File: src/hdl/uart_bridge_pkg.sv
package uart_bridge_pkg;

    localparam int PACKET_BYTES   = 9;
    localparam int BANK_SPAN_BITS = 8;       // 256 bytes per bank.

    localparam logic [3:0] OPCODE_WR  = 4'hA;
    localparam logic [3:0] OPCODE_RD  = 4'h5;
    localparam logic [3:0] STATUS_OK  = 4'h0;
    localparam logic [3:0] STATUS_ERR = 4'hF;

    localparam logic [1:0] RESP_OKAY   = 2'b00;
    localparam logic [1:0] RESP_SLVERR = 2'b10;

    // Byte k of a frame is bits [8k+7:8k].
    typedef struct packed {
        logic [31:0] data;
        logic [31:0] addr;
        logic [3:0]  opcode;
        logic [3:0]  status;
    } uart_packet_t;

    typedef struct packed {
        logic [31:0] awaddr;
        logic        awvalid;
        logic [31:0] wdata;
        logic [3:0]  wstrb;
        logic        wvalid;
        logic        bready;
        logic [31:0] araddr;
        logic        arvalid;
        logic        rready;
    } axil_req_t;

    typedef struct packed {
        logic        awready;
        logic        wready;
        logic        arready;
        logic        bvalid;
        logic [1:0]  bresp;
        logic        rvalid;
        logic [31:0] rdata;
        logic [1:0]  rresp;
    } axil_resp_t;

endpackage

File: src/hdl/uart_rx.sv
`timescale 1ns/1ps

module uart_rx #(
    parameter int CLKS_PER_BIT = 8
) (
    input  logic       aclk,
    input  logic       aresetn,
    input  logic       rxd,
    output logic [7:0] rx_byte,
    output logic       rx_strobe
);

    localparam int CNT_W = $clog2(CLKS_PER_BIT) + 1;

    logic [1:0]       sync;
    logic             busy;
    logic [CNT_W-1:0] cnt;
    logic [3:0]       bit_idx;       // 0 start, 1..8 data, 9 stop.
    logic [7:0]       shift;

    always_ff @(posedge aclk)
    begin
        if (!aresetn)
        begin
            sync      <= 2'b11;
            busy      <= 1'b0;
            cnt       <= '0;
            bit_idx   <= '0;
            rx_strobe <= 1'b0;
        end
        else
        begin
            sync      <= {sync[0], rxd};
            rx_strobe <= 1'b0;
            if (!busy)
            begin
                if (!sync[1])
                begin
                    busy    <= 1'b1;
                    cnt     <= CNT_W'(CLKS_PER_BIT / 2 - 1); // Aim at mid-bit.
                    bit_idx <= '0;
                end
            end
            else if (cnt != '0)
            begin
                cnt <= cnt - 1'b1;
            end
            else
            begin
                cnt     <= CNT_W'(CLKS_PER_BIT - 1);
                bit_idx <= bit_idx + 1'b1;
                if (bit_idx == 4'd0 && sync[1])
                begin
                    busy <= 1'b0;                  // Glitch, not a start bit.
                end
                else if (bit_idx == 4'd9)
                begin
                    busy      <= 1'b0;
                    rx_strobe <= sync[1];          // Bad stop bit drops the byte.
                end
            end
        end
    end

    always_ff @(posedge aclk)
    begin
        if (busy && cnt == '0 && bit_idx >= 4'd1 && bit_idx <= 4'd8)
        begin
            shift <= {sync[1], shift[7:1]};        // LSB arrives first.
        end
    end

    assign rx_byte = shift;

endmodule

File: src/hdl/uart_tx.sv
`timescale 1ns/1ps

module uart_tx #(
    parameter int CLKS_PER_BIT = 8
) (
    input  logic       aclk,
    input  logic       aresetn,
    input  logic [7:0] tx_byte,
    input  logic       tx_valid,
    output logic       tx_ready,
    output logic       txd
);

    localparam int CNT_W = $clog2(CLKS_PER_BIT) + 1;

    logic [9:0]       shift;         // Stop, data, start.
    logic [CNT_W-1:0] cnt;
    logic [3:0]       bits_left;

    always_ff @(posedge aclk)
    begin
        if (!aresetn)
        begin
            tx_ready  <= 1'b0;
            shift     <= '1;
            cnt       <= '0;
            bits_left <= '0;
        end
        else if (tx_ready)
        begin
            if (tx_valid)
            begin
                tx_ready  <= 1'b0;
                shift     <= {1'b1, tx_byte, 1'b0};
                cnt       <= CNT_W'(CLKS_PER_BIT - 1);
                bits_left <= 4'd9;
            end
        end
        else if (cnt != '0)
        begin
            cnt <= cnt - 1'b1;
        end
        else if (bits_left != '0)
        begin
            shift     <= {1'b1, shift[9:1]};
            cnt       <= CNT_W'(CLKS_PER_BIT - 1);
            bits_left <= bits_left - 1'b1;
        end
        else
        begin
            tx_ready <= 1'b1;                      // Stop bit done.
        end
    end

    assign txd = shift[0];

    a_idle_high: assert property (@(posedge aclk) disable iff (!aresetn)
        tx_ready |-> txd);

endmodule

File: src/hdl/uart_frame_codec.sv
`timescale 1ns/1ps

module uart_frame_codec (
    input  logic                        aclk,
    input  logic                        aresetn,
    input  logic [7:0]                  rx_byte,
    input  logic                        rx_strobe,
    output uart_bridge_pkg::uart_packet_t cmd_packet,
    output logic                        cmd_valid,
    input  logic                        cmd_ready,
    input  uart_bridge_pkg::uart_packet_t rsp_packet,
    input  logic                        rsp_valid,
    output logic                        rsp_ready,
    output logic [7:0]                  tx_byte,
    output logic                        tx_valid,
    input  logic                        tx_ready
);

    localparam logic [3:0] LAST_BYTE = 4'(uart_bridge_pkg::PACKET_BYTES - 1);

    logic [3:0]  rx_cnt;
    logic [3:0]  tx_idx;
    logic        tx_busy;
    logic [71:0] rsp_word;
    logic        rx_take;

    assign rx_take = rx_strobe && !cmd_valid;   // Bytes are lost while a command waits.

    always_ff @(posedge aclk)
    begin
        if (!aresetn)
        begin
            rx_cnt    <= '0;
            cmd_valid <= 1'b0;
            rsp_ready <= 1'b0;
            tx_busy   <= 1'b0;
            tx_idx    <= '0;
        end
        else
        begin
            if (cmd_valid && cmd_ready)
            begin
                cmd_valid <= 1'b0;
            end
            if (rx_take)
            begin
                if (rx_cnt == LAST_BYTE)
                begin
                    rx_cnt    <= '0;
                    cmd_valid <= 1'b1;
                end
                else
                begin
                    rx_cnt <= rx_cnt + 1'b1;
                end
            end

            rsp_ready <= rsp_valid && !tx_busy && !rsp_ready;
            if (rsp_valid && rsp_ready)
            begin
                tx_busy <= 1'b1;
                tx_idx  <= '0;
            end
            else if (tx_valid && tx_ready)
            begin
                if (tx_idx == LAST_BYTE)
                begin
                    tx_busy <= 1'b0;
                end
                tx_idx <= tx_idx + 1'b1;
            end
        end
    end

    always_ff @(posedge aclk)
    begin
        if (rx_take)
        begin
            cmd_packet <= {rx_byte, cmd_packet[71:8]};    // Byte 0 lands at the bottom.
        end
        if (rsp_valid && rsp_ready)
        begin
            rsp_word <= rsp_packet;
        end
    end

    assign tx_valid = tx_busy;
    assign tx_byte  = rsp_word[8*tx_idx +: 8];

endmodule

File: src/hdl/axil_uart_master.sv
`timescale 1ns/1ps

module axil_uart_master (
    input  logic                          aclk,
    input  logic                          aresetn,
    input  uart_bridge_pkg::uart_packet_t cmd_packet,
    input  logic                          cmd_valid,
    output logic                          cmd_ready,
    output uart_bridge_pkg::uart_packet_t rsp_packet,
    output logic                          rsp_valid,
    input  logic                          rsp_ready,
    output uart_bridge_pkg::axil_req_t    axil_req,
    input  uart_bridge_pkg::axil_resp_t   axil_resp
);

    typedef enum logic [3:0]
    {
        IDLE_AXIS_SLV,
        HAND_AXIS_SLV,
        IDLE_AXIL_WR,
        RESP_AXIL_WR,
        HAND_AXIL_WR,
        IDLE_AXIL_RD,
        RESP_AXIL_RD,
        HAND_AXIL_RD,
        IDLE_AXIS_MSTR,
        HAND_AXIS_MSTR
    } state_t;

    state_t                        state;
    uart_bridge_pkg::uart_packet_t cmd_q;
    logic                          aw_done;
    logic                          w_done;

    // Either channel may be accepted first.
    assign aw_done = axil_resp.awready || !axil_req.awvalid;
    assign w_done  = axil_resp.wready || !axil_req.wvalid;

    always_ff @(posedge aclk)
    begin
        if (!aresetn)
        begin
            state      <= IDLE_AXIS_SLV;
            cmd_ready  <= 1'b0;
            cmd_q      <= '0;
            rsp_packet <= '0;
            rsp_valid  <= 1'b0;
            axil_req   <= '0;
        end
        else
        begin
            case (state)
                IDLE_AXIS_SLV:
                begin
                    if (cmd_valid)
                    begin
                        state     <= HAND_AXIS_SLV;
                        cmd_q     <= cmd_packet;
                        cmd_ready <= 1'b1;
                    end
                end
                HAND_AXIS_SLV:
                begin
                    case (cmd_q.opcode)
                        uart_bridge_pkg::OPCODE_WR: state <= IDLE_AXIL_WR;
                        uart_bridge_pkg::OPCODE_RD: state <= IDLE_AXIL_RD;
                        default:                    state <= IDLE_AXIS_SLV; // Silently dropped.
                    endcase
                    cmd_ready <= 1'b0;
                end
                IDLE_AXIL_WR:
                begin
                    state            <= RESP_AXIL_WR;
                    axil_req.awaddr  <= cmd_q.addr;
                    axil_req.awvalid <= 1'b1;
                    axil_req.wdata   <= cmd_q.data;
                    axil_req.wstrb   <= 4'hF;
                    axil_req.wvalid  <= 1'b1;
                end
                RESP_AXIL_WR:
                begin
                    if (axil_resp.awready)
                    begin
                        axil_req.awvalid <= 1'b0;
                    end
                    if (axil_resp.wready)
                    begin
                        axil_req.wvalid <= 1'b0;
                    end
                    if (aw_done && w_done)
                    begin
                        state           <= HAND_AXIL_WR;
                        axil_req.bready <= 1'b1;
                    end
                end
                HAND_AXIL_WR:
                begin
                    if (axil_resp.bvalid)
                    begin
                        state             <= IDLE_AXIS_MSTR;
                        axil_req.bready   <= 1'b0;
                        rsp_packet.data   <= cmd_q.data;      // Write echo.
                        rsp_packet.addr   <= cmd_q.addr;
                        rsp_packet.opcode <= uart_bridge_pkg::OPCODE_WR;
                        rsp_packet.status <= (axil_resp.bresp == uart_bridge_pkg::RESP_OKAY) ?
                            uart_bridge_pkg::STATUS_OK : uart_bridge_pkg::STATUS_ERR;
                    end
                end
                IDLE_AXIL_RD:
                begin
                    state            <= RESP_AXIL_RD;
                    axil_req.araddr  <= cmd_q.addr;
                    axil_req.arvalid <= 1'b1;
                end
                RESP_AXIL_RD:
                begin
                    if (axil_resp.arready)
                    begin
                        state            <= HAND_AXIL_RD;
                        axil_req.arvalid <= 1'b0;
                        axil_req.rready  <= 1'b1;
                    end
                end
                HAND_AXIL_RD:
                begin
                    if (axil_resp.rvalid)
                    begin
                        state             <= IDLE_AXIS_MSTR;
                        axil_req.rready   <= 1'b0;
                        rsp_packet.data   <= axil_resp.rdata;
                        rsp_packet.addr   <= cmd_q.addr;
                        rsp_packet.opcode <= uart_bridge_pkg::OPCODE_RD;
                        rsp_packet.status <= (axil_resp.rresp == uart_bridge_pkg::RESP_OKAY) ?
                            uart_bridge_pkg::STATUS_OK : uart_bridge_pkg::STATUS_ERR;
                    end
                end
                IDLE_AXIS_MSTR:
                begin
                    state     <= HAND_AXIS_MSTR;
                    rsp_valid <= 1'b1;
                end
                HAND_AXIS_MSTR:
                begin
                    if (rsp_ready)
                    begin
                        state     <= IDLE_AXIS_SLV;
                        rsp_valid <= 1'b0;
                    end
                end
                default:
                begin
                    state <= IDLE_AXIS_SLV;
                end
            endcase
        end
    end

    a_b_expected: assert property (@(posedge aclk) disable iff (!aresetn)
        axil_resp.bvalid |-> axil_req.bready);

endmodule

File: src/hdl/axil_addr_decoder.sv
`timescale 1ns/1ps

module axil_addr_decoder #(
    parameter int N_BANKS = 4,
    localparam int SEL_W  = (N_BANKS > 1) ? $clog2(N_BANKS) : 1
) (
    input  logic                       aclk,
    input  logic                       aresetn,
    input  uart_bridge_pkg::axil_req_t axil_req,
    output uart_bridge_pkg::axil_req_t bank_req [N_BANKS],
    output logic [SEL_W-1:0]           wr_sel,
    output logic [SEL_W-1:0]           rd_sel,
    output logic                       wr_unmapped,
    output logic                       rd_unmapped
);

    localparam int BW = 32 - uart_bridge_pkg::BANK_SPAN_BITS;

    logic [BW-1:0]    aw_bank;
    logic [BW-1:0]    ar_bank;
    logic             aw_hit;
    logic             ar_hit;
    logic [SEL_W-1:0] w_route;
    logic             w_hit;

    assign aw_bank = axil_req.awaddr[31:uart_bridge_pkg::BANK_SPAN_BITS];
    assign ar_bank = axil_req.araddr[31:uart_bridge_pkg::BANK_SPAN_BITS];
    assign aw_hit  = aw_bank < BW'(N_BANKS);
    assign ar_hit  = ar_bank < BW'(N_BANKS);

    // W follows the live AW address, or the stored one once AW is gone.
    assign w_route = axil_req.awvalid ? aw_bank[SEL_W-1:0] : wr_sel;
    assign w_hit   = axil_req.awvalid ? aw_hit : !wr_unmapped;

    always_ff @(posedge aclk)
    begin
        if (!aresetn)
        begin
            wr_sel      <= '0;
            rd_sel      <= '0;
            wr_unmapped <= 1'b0;
            rd_unmapped <= 1'b0;
        end
        else
        begin
            if (axil_req.awvalid)
            begin
                wr_sel      <= aw_bank[SEL_W-1:0];
                wr_unmapped <= !aw_hit;
            end
            if (axil_req.arvalid)
            begin
                rd_sel      <= ar_bank[SEL_W-1:0];
                rd_unmapped <= !ar_hit;
            end
        end
    end

    always_comb
    begin
        for (int i = 0; i < N_BANKS; i++)
        begin
            bank_req[i]         = axil_req;
            bank_req[i].awvalid = axil_req.awvalid && aw_hit && aw_bank[SEL_W-1:0] == SEL_W'(i);
            bank_req[i].wvalid  = axil_req.wvalid && w_hit && w_route == SEL_W'(i);
            bank_req[i].bready  = axil_req.bready && !wr_unmapped && wr_sel == SEL_W'(i);
            bank_req[i].arvalid = axil_req.arvalid && ar_hit && ar_bank[SEL_W-1:0] == SEL_W'(i);
            bank_req[i].rready  = axil_req.rready && !rd_unmapped && rd_sel == SEL_W'(i);
        end
    end

endmodule

File: src/hdl/axil_resp_mux.sv
`timescale 1ns/1ps

module axil_resp_mux #(
    parameter int N_BANKS = 4,
    localparam int SEL_W  = (N_BANKS > 1) ? $clog2(N_BANKS) : 1
) (
    input  logic                        aclk,
    input  logic                        aresetn,
    input  uart_bridge_pkg::axil_resp_t bank_resp [N_BANKS],
    input  logic [SEL_W-1:0]            wr_sel,
    input  logic [SEL_W-1:0]            rd_sel,
    input  logic                        wr_unmapped,
    input  logic                        rd_unmapped,
    input  uart_bridge_pkg::axil_req_t  axil_req,
    output uart_bridge_pkg::axil_resp_t axil_resp
);

    logic aw_seen;       // Selection from the decoder is current.
    logic ar_seen;
    logic err_wready;
    logic err_bvalid;
    logic err_arready;
    logic err_rvalid;

    always_ff @(posedge aclk)
    begin
        if (!aresetn)
        begin
            aw_seen     <= 1'b0;
            ar_seen     <= 1'b0;
            err_wready  <= 1'b0;
            err_bvalid  <= 1'b0;
            err_arready <= 1'b0;
            err_rvalid  <= 1'b0;
        end
        else
        begin
            aw_seen     <= axil_req.awvalid;
            ar_seen     <= axil_req.arvalid;
            err_wready  <= axil_req.awvalid && axil_req.wvalid && aw_seen && wr_unmapped
                           && !err_wready && !err_bvalid;
            err_arready <= axil_req.arvalid && ar_seen && rd_unmapped
                           && !err_arready && !err_rvalid;
            if (err_wready)
            begin
                err_bvalid <= 1'b1;
            end
            else if (axil_req.bready)
            begin
                err_bvalid <= 1'b0;
            end
            if (err_arready)
            begin
                err_rvalid <= 1'b1;
            end
            else if (axil_req.rready)
            begin
                err_rvalid <= 1'b0;
            end
        end
    end

    always_comb
    begin
        axil_resp         = bank_resp[wr_sel];
        axil_resp.arready = bank_resp[rd_sel].arready;
        axil_resp.rvalid  = bank_resp[rd_sel].rvalid;
        axil_resp.rdata   = bank_resp[rd_sel].rdata;
        axil_resp.rresp   = bank_resp[rd_sel].rresp;
        if (wr_unmapped)
        begin
            axil_resp.awready = err_wready;
            axil_resp.wready  = err_wready;
            axil_resp.bvalid  = err_bvalid;
            axil_resp.bresp   = uart_bridge_pkg::RESP_SLVERR;
        end
        if (rd_unmapped)
        begin
            axil_resp.arready = err_arready;
            axil_resp.rvalid  = err_rvalid;
            axil_resp.rdata   = '0;
            axil_resp.rresp   = uart_bridge_pkg::RESP_SLVERR;
        end
    end

endmodule

File: src/hdl/axil_reg_bank.sv
`timescale 1ns/1ps

module axil_reg_bank #(
    parameter int REGS_PER_BANK = 8
) (
    input  logic                        aclk,
    input  logic                        aresetn,
    input  uart_bridge_pkg::axil_req_t  axil_req,
    output uart_bridge_pkg::axil_resp_t axil_resp
);

    localparam int IDX_W  = uart_bridge_pkg::BANK_SPAN_BITS - 2;
    localparam int RIDX_W = (REGS_PER_BANK > 1) ? $clog2(REGS_PER_BANK) : 1;

    logic [31:0]      regs [REGS_PER_BANK];
    logic [IDX_W-1:0] wr_idx;
    logic [IDX_W-1:0] rd_idx;
    logic             wr_hit;
    logic             rd_hit;
    logic             wr_start;
    logic             wr_accept;
    logic             rd_start;
    logic             rd_accept;

    assign wr_idx    = axil_req.awaddr[uart_bridge_pkg::BANK_SPAN_BITS-1:2];
    assign rd_idx    = axil_req.araddr[uart_bridge_pkg::BANK_SPAN_BITS-1:2];
    assign wr_hit    = int'(wr_idx) < REGS_PER_BANK;
    assign rd_hit    = int'(rd_idx) < REGS_PER_BANK;
    assign wr_start  = axil_req.awvalid && axil_req.wvalid && !axil_resp.awready
                       && !axil_resp.bvalid;
    assign wr_accept = axil_req.awvalid && axil_resp.awready
                       && axil_req.wvalid && axil_resp.wready;
    assign rd_start  = axil_req.arvalid && !axil_resp.arready && !axil_resp.rvalid;
    assign rd_accept = axil_req.arvalid && axil_resp.arready;

    always_ff @(posedge aclk)
    begin
        if (!aresetn)
        begin
            axil_resp <= '0;
            for (int i = 0; i < REGS_PER_BANK; i++)
            begin
                regs[i] <= '0;
            end
        end
        else
        begin
            axil_resp.awready <= wr_start;         // AW and W taken together.
            axil_resp.wready  <= wr_start;
            axil_resp.arready <= rd_start;
            if (wr_accept)
            begin
                axil_resp.bvalid <= 1'b1;
                axil_resp.bresp  <= wr_hit ? uart_bridge_pkg::RESP_OKAY
                                           : uart_bridge_pkg::RESP_SLVERR;
                if (wr_hit)
                begin
                    regs[wr_idx[RIDX_W-1:0]] <= axil_req.wdata;
                end
            end
            else if (axil_req.bready)
            begin
                axil_resp.bvalid <= 1'b0;
            end
            if (rd_accept)
            begin
                axil_resp.rvalid <= 1'b1;
                axil_resp.rdata  <= rd_hit ? regs[rd_idx[RIDX_W-1:0]] : '0;
                axil_resp.rresp  <= rd_hit ? uart_bridge_pkg::RESP_OKAY
                                           : uart_bridge_pkg::RESP_SLVERR;
            end
            else if (axil_req.rready)
            begin
                axil_resp.rvalid <= 1'b0;
            end
        end
    end

    a_valid_held: assert property (@(posedge aclk) disable iff (!aresetn)
        axil_resp.awready |-> axil_req.awvalid && axil_req.wvalid);

endmodule

File: src/hdl/uart_axil_bridge_top.sv
`timescale 1ns/1ps

module uart_axil_bridge_top #(
    parameter int N_BANKS       = 4,
    parameter int REGS_PER_BANK = 8,
    parameter int CLKS_PER_BIT  = 8
) (
    input  logic aclk,
    input  logic aresetn,
    input  logic rxd,
    output logic txd
);

    localparam int SEL_W = (N_BANKS > 1) ? $clog2(N_BANKS) : 1;

    logic [7:0]                    rx_byte;
    logic                          rx_strobe;
    logic [7:0]                    tx_byte;
    logic                          tx_valid;
    logic                          tx_ready;
    uart_bridge_pkg::uart_packet_t cmd_packet;
    logic                          cmd_valid;
    logic                          cmd_ready;
    uart_bridge_pkg::uart_packet_t rsp_packet;
    logic                          rsp_valid;
    logic                          rsp_ready;
    uart_bridge_pkg::axil_req_t    axil_req;
    uart_bridge_pkg::axil_resp_t   axil_resp;
    uart_bridge_pkg::axil_req_t    bank_req  [N_BANKS];
    uart_bridge_pkg::axil_resp_t   bank_resp [N_BANKS];
    logic [SEL_W-1:0]              wr_sel;
    logic [SEL_W-1:0]              rd_sel;
    logic                          wr_unmapped;
    logic                          rd_unmapped;

    uart_rx #(.CLKS_PER_BIT(CLKS_PER_BIT)) u_rx (
        .aclk, .aresetn, .rxd, .rx_byte, .rx_strobe
    );

    uart_frame_codec u_codec (
        .aclk, .aresetn, .rx_byte, .rx_strobe,
        .cmd_packet, .cmd_valid, .cmd_ready,
        .rsp_packet, .rsp_valid, .rsp_ready,
        .tx_byte, .tx_valid, .tx_ready
    );

    axil_uart_master u_master (
        .aclk, .aresetn, .cmd_packet, .cmd_valid, .cmd_ready,
        .rsp_packet, .rsp_valid, .rsp_ready, .axil_req, .axil_resp
    );

    axil_addr_decoder #(.N_BANKS(N_BANKS)) u_decoder (
        .aclk, .aresetn, .axil_req, .bank_req,
        .wr_sel, .rd_sel, .wr_unmapped, .rd_unmapped
    );

    for (genvar g = 0; g < N_BANKS; g++)
    begin : g_bank
        axil_reg_bank #(.REGS_PER_BANK(REGS_PER_BANK)) u_bank (
            .aclk, .aresetn, .axil_req(bank_req[g]), .axil_resp(bank_resp[g])
        );
    end

    axil_resp_mux #(.N_BANKS(N_BANKS)) u_resp_mux (
        .aclk, .aresetn, .bank_resp, .wr_sel, .rd_sel,
        .wr_unmapped, .rd_unmapped, .axil_req, .axil_resp
    );

    uart_tx #(.CLKS_PER_BIT(CLKS_PER_BIT)) u_tx (
        .aclk, .aresetn, .tx_byte, .tx_valid, .tx_ready, .txd
    );

endmodule

File: config.mk
export PLATFORM = sky130hd
export DESIGN_NAME = uart_axil_bridge_top
export DESIGN_NICKNAME = d
export VERILOG_FILES = /design/src/hdl/uart_bridge_pkg.sv /design/src/hdl/uart_rx.sv /design/src/hdl/uart_tx.sv /design/src/hdl/uart_frame_codec.sv /design/src/hdl/axil_uart_master.sv /design/src/hdl/axil_addr_decoder.sv /design/src/hdl/axil_resp_mux.sv /design/src/hdl/axil_reg_bank.sv /design/src/hdl/uart_axil_bridge_top.sv
export SDC_FILE = /design/constraint.sdc
export NUM_CORES = 2
export LEC_CHECK = 0
export ABC_AREA = 1
export CORE_ASPECT_RATIO = 1.75
export CORE_MARGIN = 2
export CORE_UTILIZATION = 30
export DETAILED_ROUTE_END_ITERATION = 16
export DONT_BUFFER_PORTS = 1
export PLACE_DENSITY = 0.45
export SETUP_SLACK_MARGIN = 0.1
export SYNTH_ARGS = -nofsm -noshare
export SYNTH_HDL_FRONTEND = slang
export SYNTH_SLANG_ARGS = --single-unit
File: constraint.sdc
create_clock -name aclk -period 4.8 [get_ports aclk]
set_clock_uncertainty 0.15 [all_clocks]
set_input_delay 0.48 -clock aclk [delete_from_list [all_inputs] [get_ports aclk]]
set_output_delay 0.48 -clock aclk [all_outputs]
set_load 0.01 [all_outputs]
==> results.json <==
{
  "outcome": "finished, violations left",
  "violations": "design-rule violations",
  "track_usage_pct": 20.21,
  "timing.critical_path.cells": "inv_2 -> nor3_2 -> nand3_1 -> nor2_4 -> nand4_2 -> nor2_8 -> nand4_4 -> buf_4 -> nand2_1 -> buf_4",
  "syn_avg_cell_area_sq_um": 9.992,
  "cts.path.max_buffers": 4,
  "die_w_microns": 368.8,
  "drc_errors": 1,
  "relSlewSlack_pct": 10.76,
  "ys_warn_count": 0,
  "rows": 234,
  "slew_viol_final": 0,
  "cts_resized": 0,
  "syn_inst": 6993,
  "slowest_delay_ns": 0.53,
  "clk_latency_ns": 0.86,
  "worst_ep_arrival_time_ns": 3.84,
  "first_global_vias": 49650,
  "startpoint_type": "register",
  "power_leakage_uw": 0.02584,
  "final_cell_mix": "nor2_1, edfxtp_1, o21ai_0",
  "antenna_left": 0,
  "grt_overflow": 0,
  "worst_setup_path_end_kind": "register",
  "syn_to_final_growth_pct": 11.48,
  "initial_core_util_pct": 30.13,
  "crit_top_cell": "buf_4",
  "peakVddDrop_mv": 0.3192,
  "final_common_cell": "nor2_1",
  "root_buffer": "clkbuf_16",
  "clock-sinks": 1612,
  "worst_pin_slew_ns": 1.337,
  "die_area_sq_mm": 0.2369,
  "max_freq_ghz": 0.2850,
  "htreeDepth": 4,
  "io_buffer_count": 0,
  "route.vias.total": 49830,
  "worstSetupPathType": "register to register",
  "hp-start": "aresetn",
  "maxCapViolCount": 0,
  "io_pins": 4,
  "grt_max_degree": 234,
  "finalNetCount": 6768,
  "final_layout_size_suffix_gt1_share_pct": 14.89,
  "ys_seq_elements": 1612,
  "numCtsBuffers": 162,
  "drt_iter0_markers": 3937,
  "startpoint": "u_master.axil_req[35]",
  "postCtsSetupBuffers": 0,
  "r2r-start": "u_master.axil_req[35]",
  "cts.clk_slew.worst_paths_ns": 0.07,
  "vias_per_cell": 5.010,
  "gp_congestion": 0.9217,
  "cts_tree": "done",
  "finalSetupTns_ns": 0,
  "finalHoldViolCount": 0,
  "fin_crit_ns": 3.509,
  "grt_pass1_wl_mm": 352.3,
  "critPathTopFamily": "simple AND/OR/NAND/NOR gates",
  "synth_area_sq_mm": 0.06987,
  "cpMaxStageDelayCell": "dfxtp_1",
  "power_density_mw_per_mm2": 447.8,
  "path_max_fanout": 33,
  "hold_buffers": 4,
  "syn_nets": 7007,
  "first_pass_iters": 13,
  "core_sq_mm": 0.2319,
  "worstPathRequired_ns": 5.13,
  "final_area_sq_mm": 0.07789,
  "rsz0062_at_grt": "false",
  "detail_route.wl_per_cell_microns": 24.50,
  "hpwl_mm": 153.5,
  "timing.hold.ws_ns": 0.01095,
  "die_y_microns": 642.4,
  "wl_mm": 243.7,
  "final_core_util_pct": 33.59,
  "synth_cell_types": 44,
  "antenna_found_initial": 3,
  "hold_path.class": "input port to register",
  "setup_violations": 0,
  "path_buf_inv": 3,
  "place_area_sq_mm": 0.07251,
  "seq_area_frac_synth_pct": 62.90,
  "fin_crit_sh_pct": 73.11
}
sequential cells by signal, indices dropped and copies added (netlist names), 2 cells and up, named ones only:
register                 flops
u_codec.tx_idx               4
g_bank.u_bank.axil_resp    152
g_bank.u_bank.regs        1024
u_codec.cmd_packet          68
u_rx.sync                    2
u_decoder.rd_sel             2
u_tx.bits_left               4
u_rx.cnt                     4
u_codec.rx_cnt               4
u_rx.bit_idx                 4
u_codec.rsp_word            67
u_tx.shift                   9
u_master.rsp_packet         67
u_decoder.wr_sel             2
u_tx.cnt                     4
u_master.axil_req           96
u_master.state               4
u_master.cmd_q              68
u_rx.rx_byte                 8
worst paths after layout:
kind | to | slack, ns | cells past startpoint
worst max-delay path | g_bank[2].u_bank.regs[5][21] | 1.29 | 10
worst min register to register | u_resp_mux.err_arready | 0.25 | 2
worst max register to register | g_bank[2].u_bank.regs[5][21] | 1.29 | 10
worst min-delay path | u_tx.shift[8] | 0.01 | 2
per-layer routing:
layer  share of wire [%]  wire [microns]  global-route usage [%]  vias to the layer above
met5                   0               0                       0                        -
met3                 3.5            8478                   1.863                      441
li1                    -               -                       -                    23330
met4                 6.4           15720                   11.38                        0
met2                  52          126300                   36.46                     1187
met1                  38           93180                   23.25                    24880
worst register-to-register path: stages (launching register included):
cell	delay, ns
dfxtp_1	0.53
inv_2	0.10
nor3_2	0.14
nand3_1	0.14
nor2_4	0.19
nand4_2	0.21
nor2_8	0.41
nand4_4	0.14
buf_4	0.31
nand2_1	0.40
buf_4	0.41
cell type report:
type | instances | area [sq um]
Antenna cell | 1 | 2.502
Clock buffer | 208 | 4566
Clock inverter | 79 | 740.7
Fill cell | 23730 | 154000
Inverter | 264 | 1018
Multi-Input combinational cell | 4530 | 22140
Sequential cell | 1612 | 43960
Tap cell | 3068 | 3839
Timing Repair Buffer | 184 | 1619
synthesized netlist by cell type, drive strengths merged:
library cell | n | area (sq um)
nor2 | 1994 | 8781
edfxtp | 1167 | 35040
o21ai | 875 | 4383
nand2 | 653 | 2451
dfxtp | 445 | 8909
clkbuf | 409 | 1535
a21oi | 384 | 1922
inv | 259 | 972.2
nand3 | 195 | 975.9
o211ai | 191 | 1434
buf | 178 | 1323
nand4 | 96 | 1054
o22ai | 38 | 237.7
nor3 | 26 | 235.2
a31oi | 25 | 156.4
nor4 | 14 | 87.58
ha | 11 | 137.6
nor3b | 6 | 45.04
or2 | 6 | 37.53
clkinv | 5 | 18.77
a211oi | 4 | 30.03
a221oi | 2 | 17.52
xor2 | 2 | 17.52
a211o | 1 | 8.760
a311oi | 1 | 8.760
nand3b | 1 | 7.510
o2111ai | 1 | 8.760
o21bai | 1 | 7.510
o221ai | 1 | 8.760
o41ai | 1 | 8.760
xnor2 | 1 | 8.760
per-stage QoR:
stage / worst slack (ns) / total power (uW) / std cells
4_1_cts: 1.267 / 35270 / 9945
5_1_grt: 1.077 / 36090 / 9946
3_3_place_gp: 1.335 / 22080 / 9654
6_report: 1.291 / 34880 / 9946
3_5_place_dp: 1.321 / 22120 / 9654
2_1_floorplan: 0.3497 / 19310 / 6993
power breakdown:
part | leakage [uW] | switching [uW] | internal (uW)
combinational | 0.00780 | 4850 | 1170
clock | 0.00260 | 5700 | 7380
sequential | 0.0154 | 339 | 15400
total | 0.0258 | 10900 | 24000
kinds of logic after synthesis:
kind of cell               Yosys count  share of synthesized area (%)
AOI/OAI and AO/OA                 1525                          11.78
xor gates and xnor gates             3                        0.03761
adders and majority gates           11                         0.1970
buffers and inverters              851                          5.508
DFF                               1612                          62.90
and+or+nand+nor                   2991                          19.57
No activity file was read; power rests on OpenSTA's default activity.
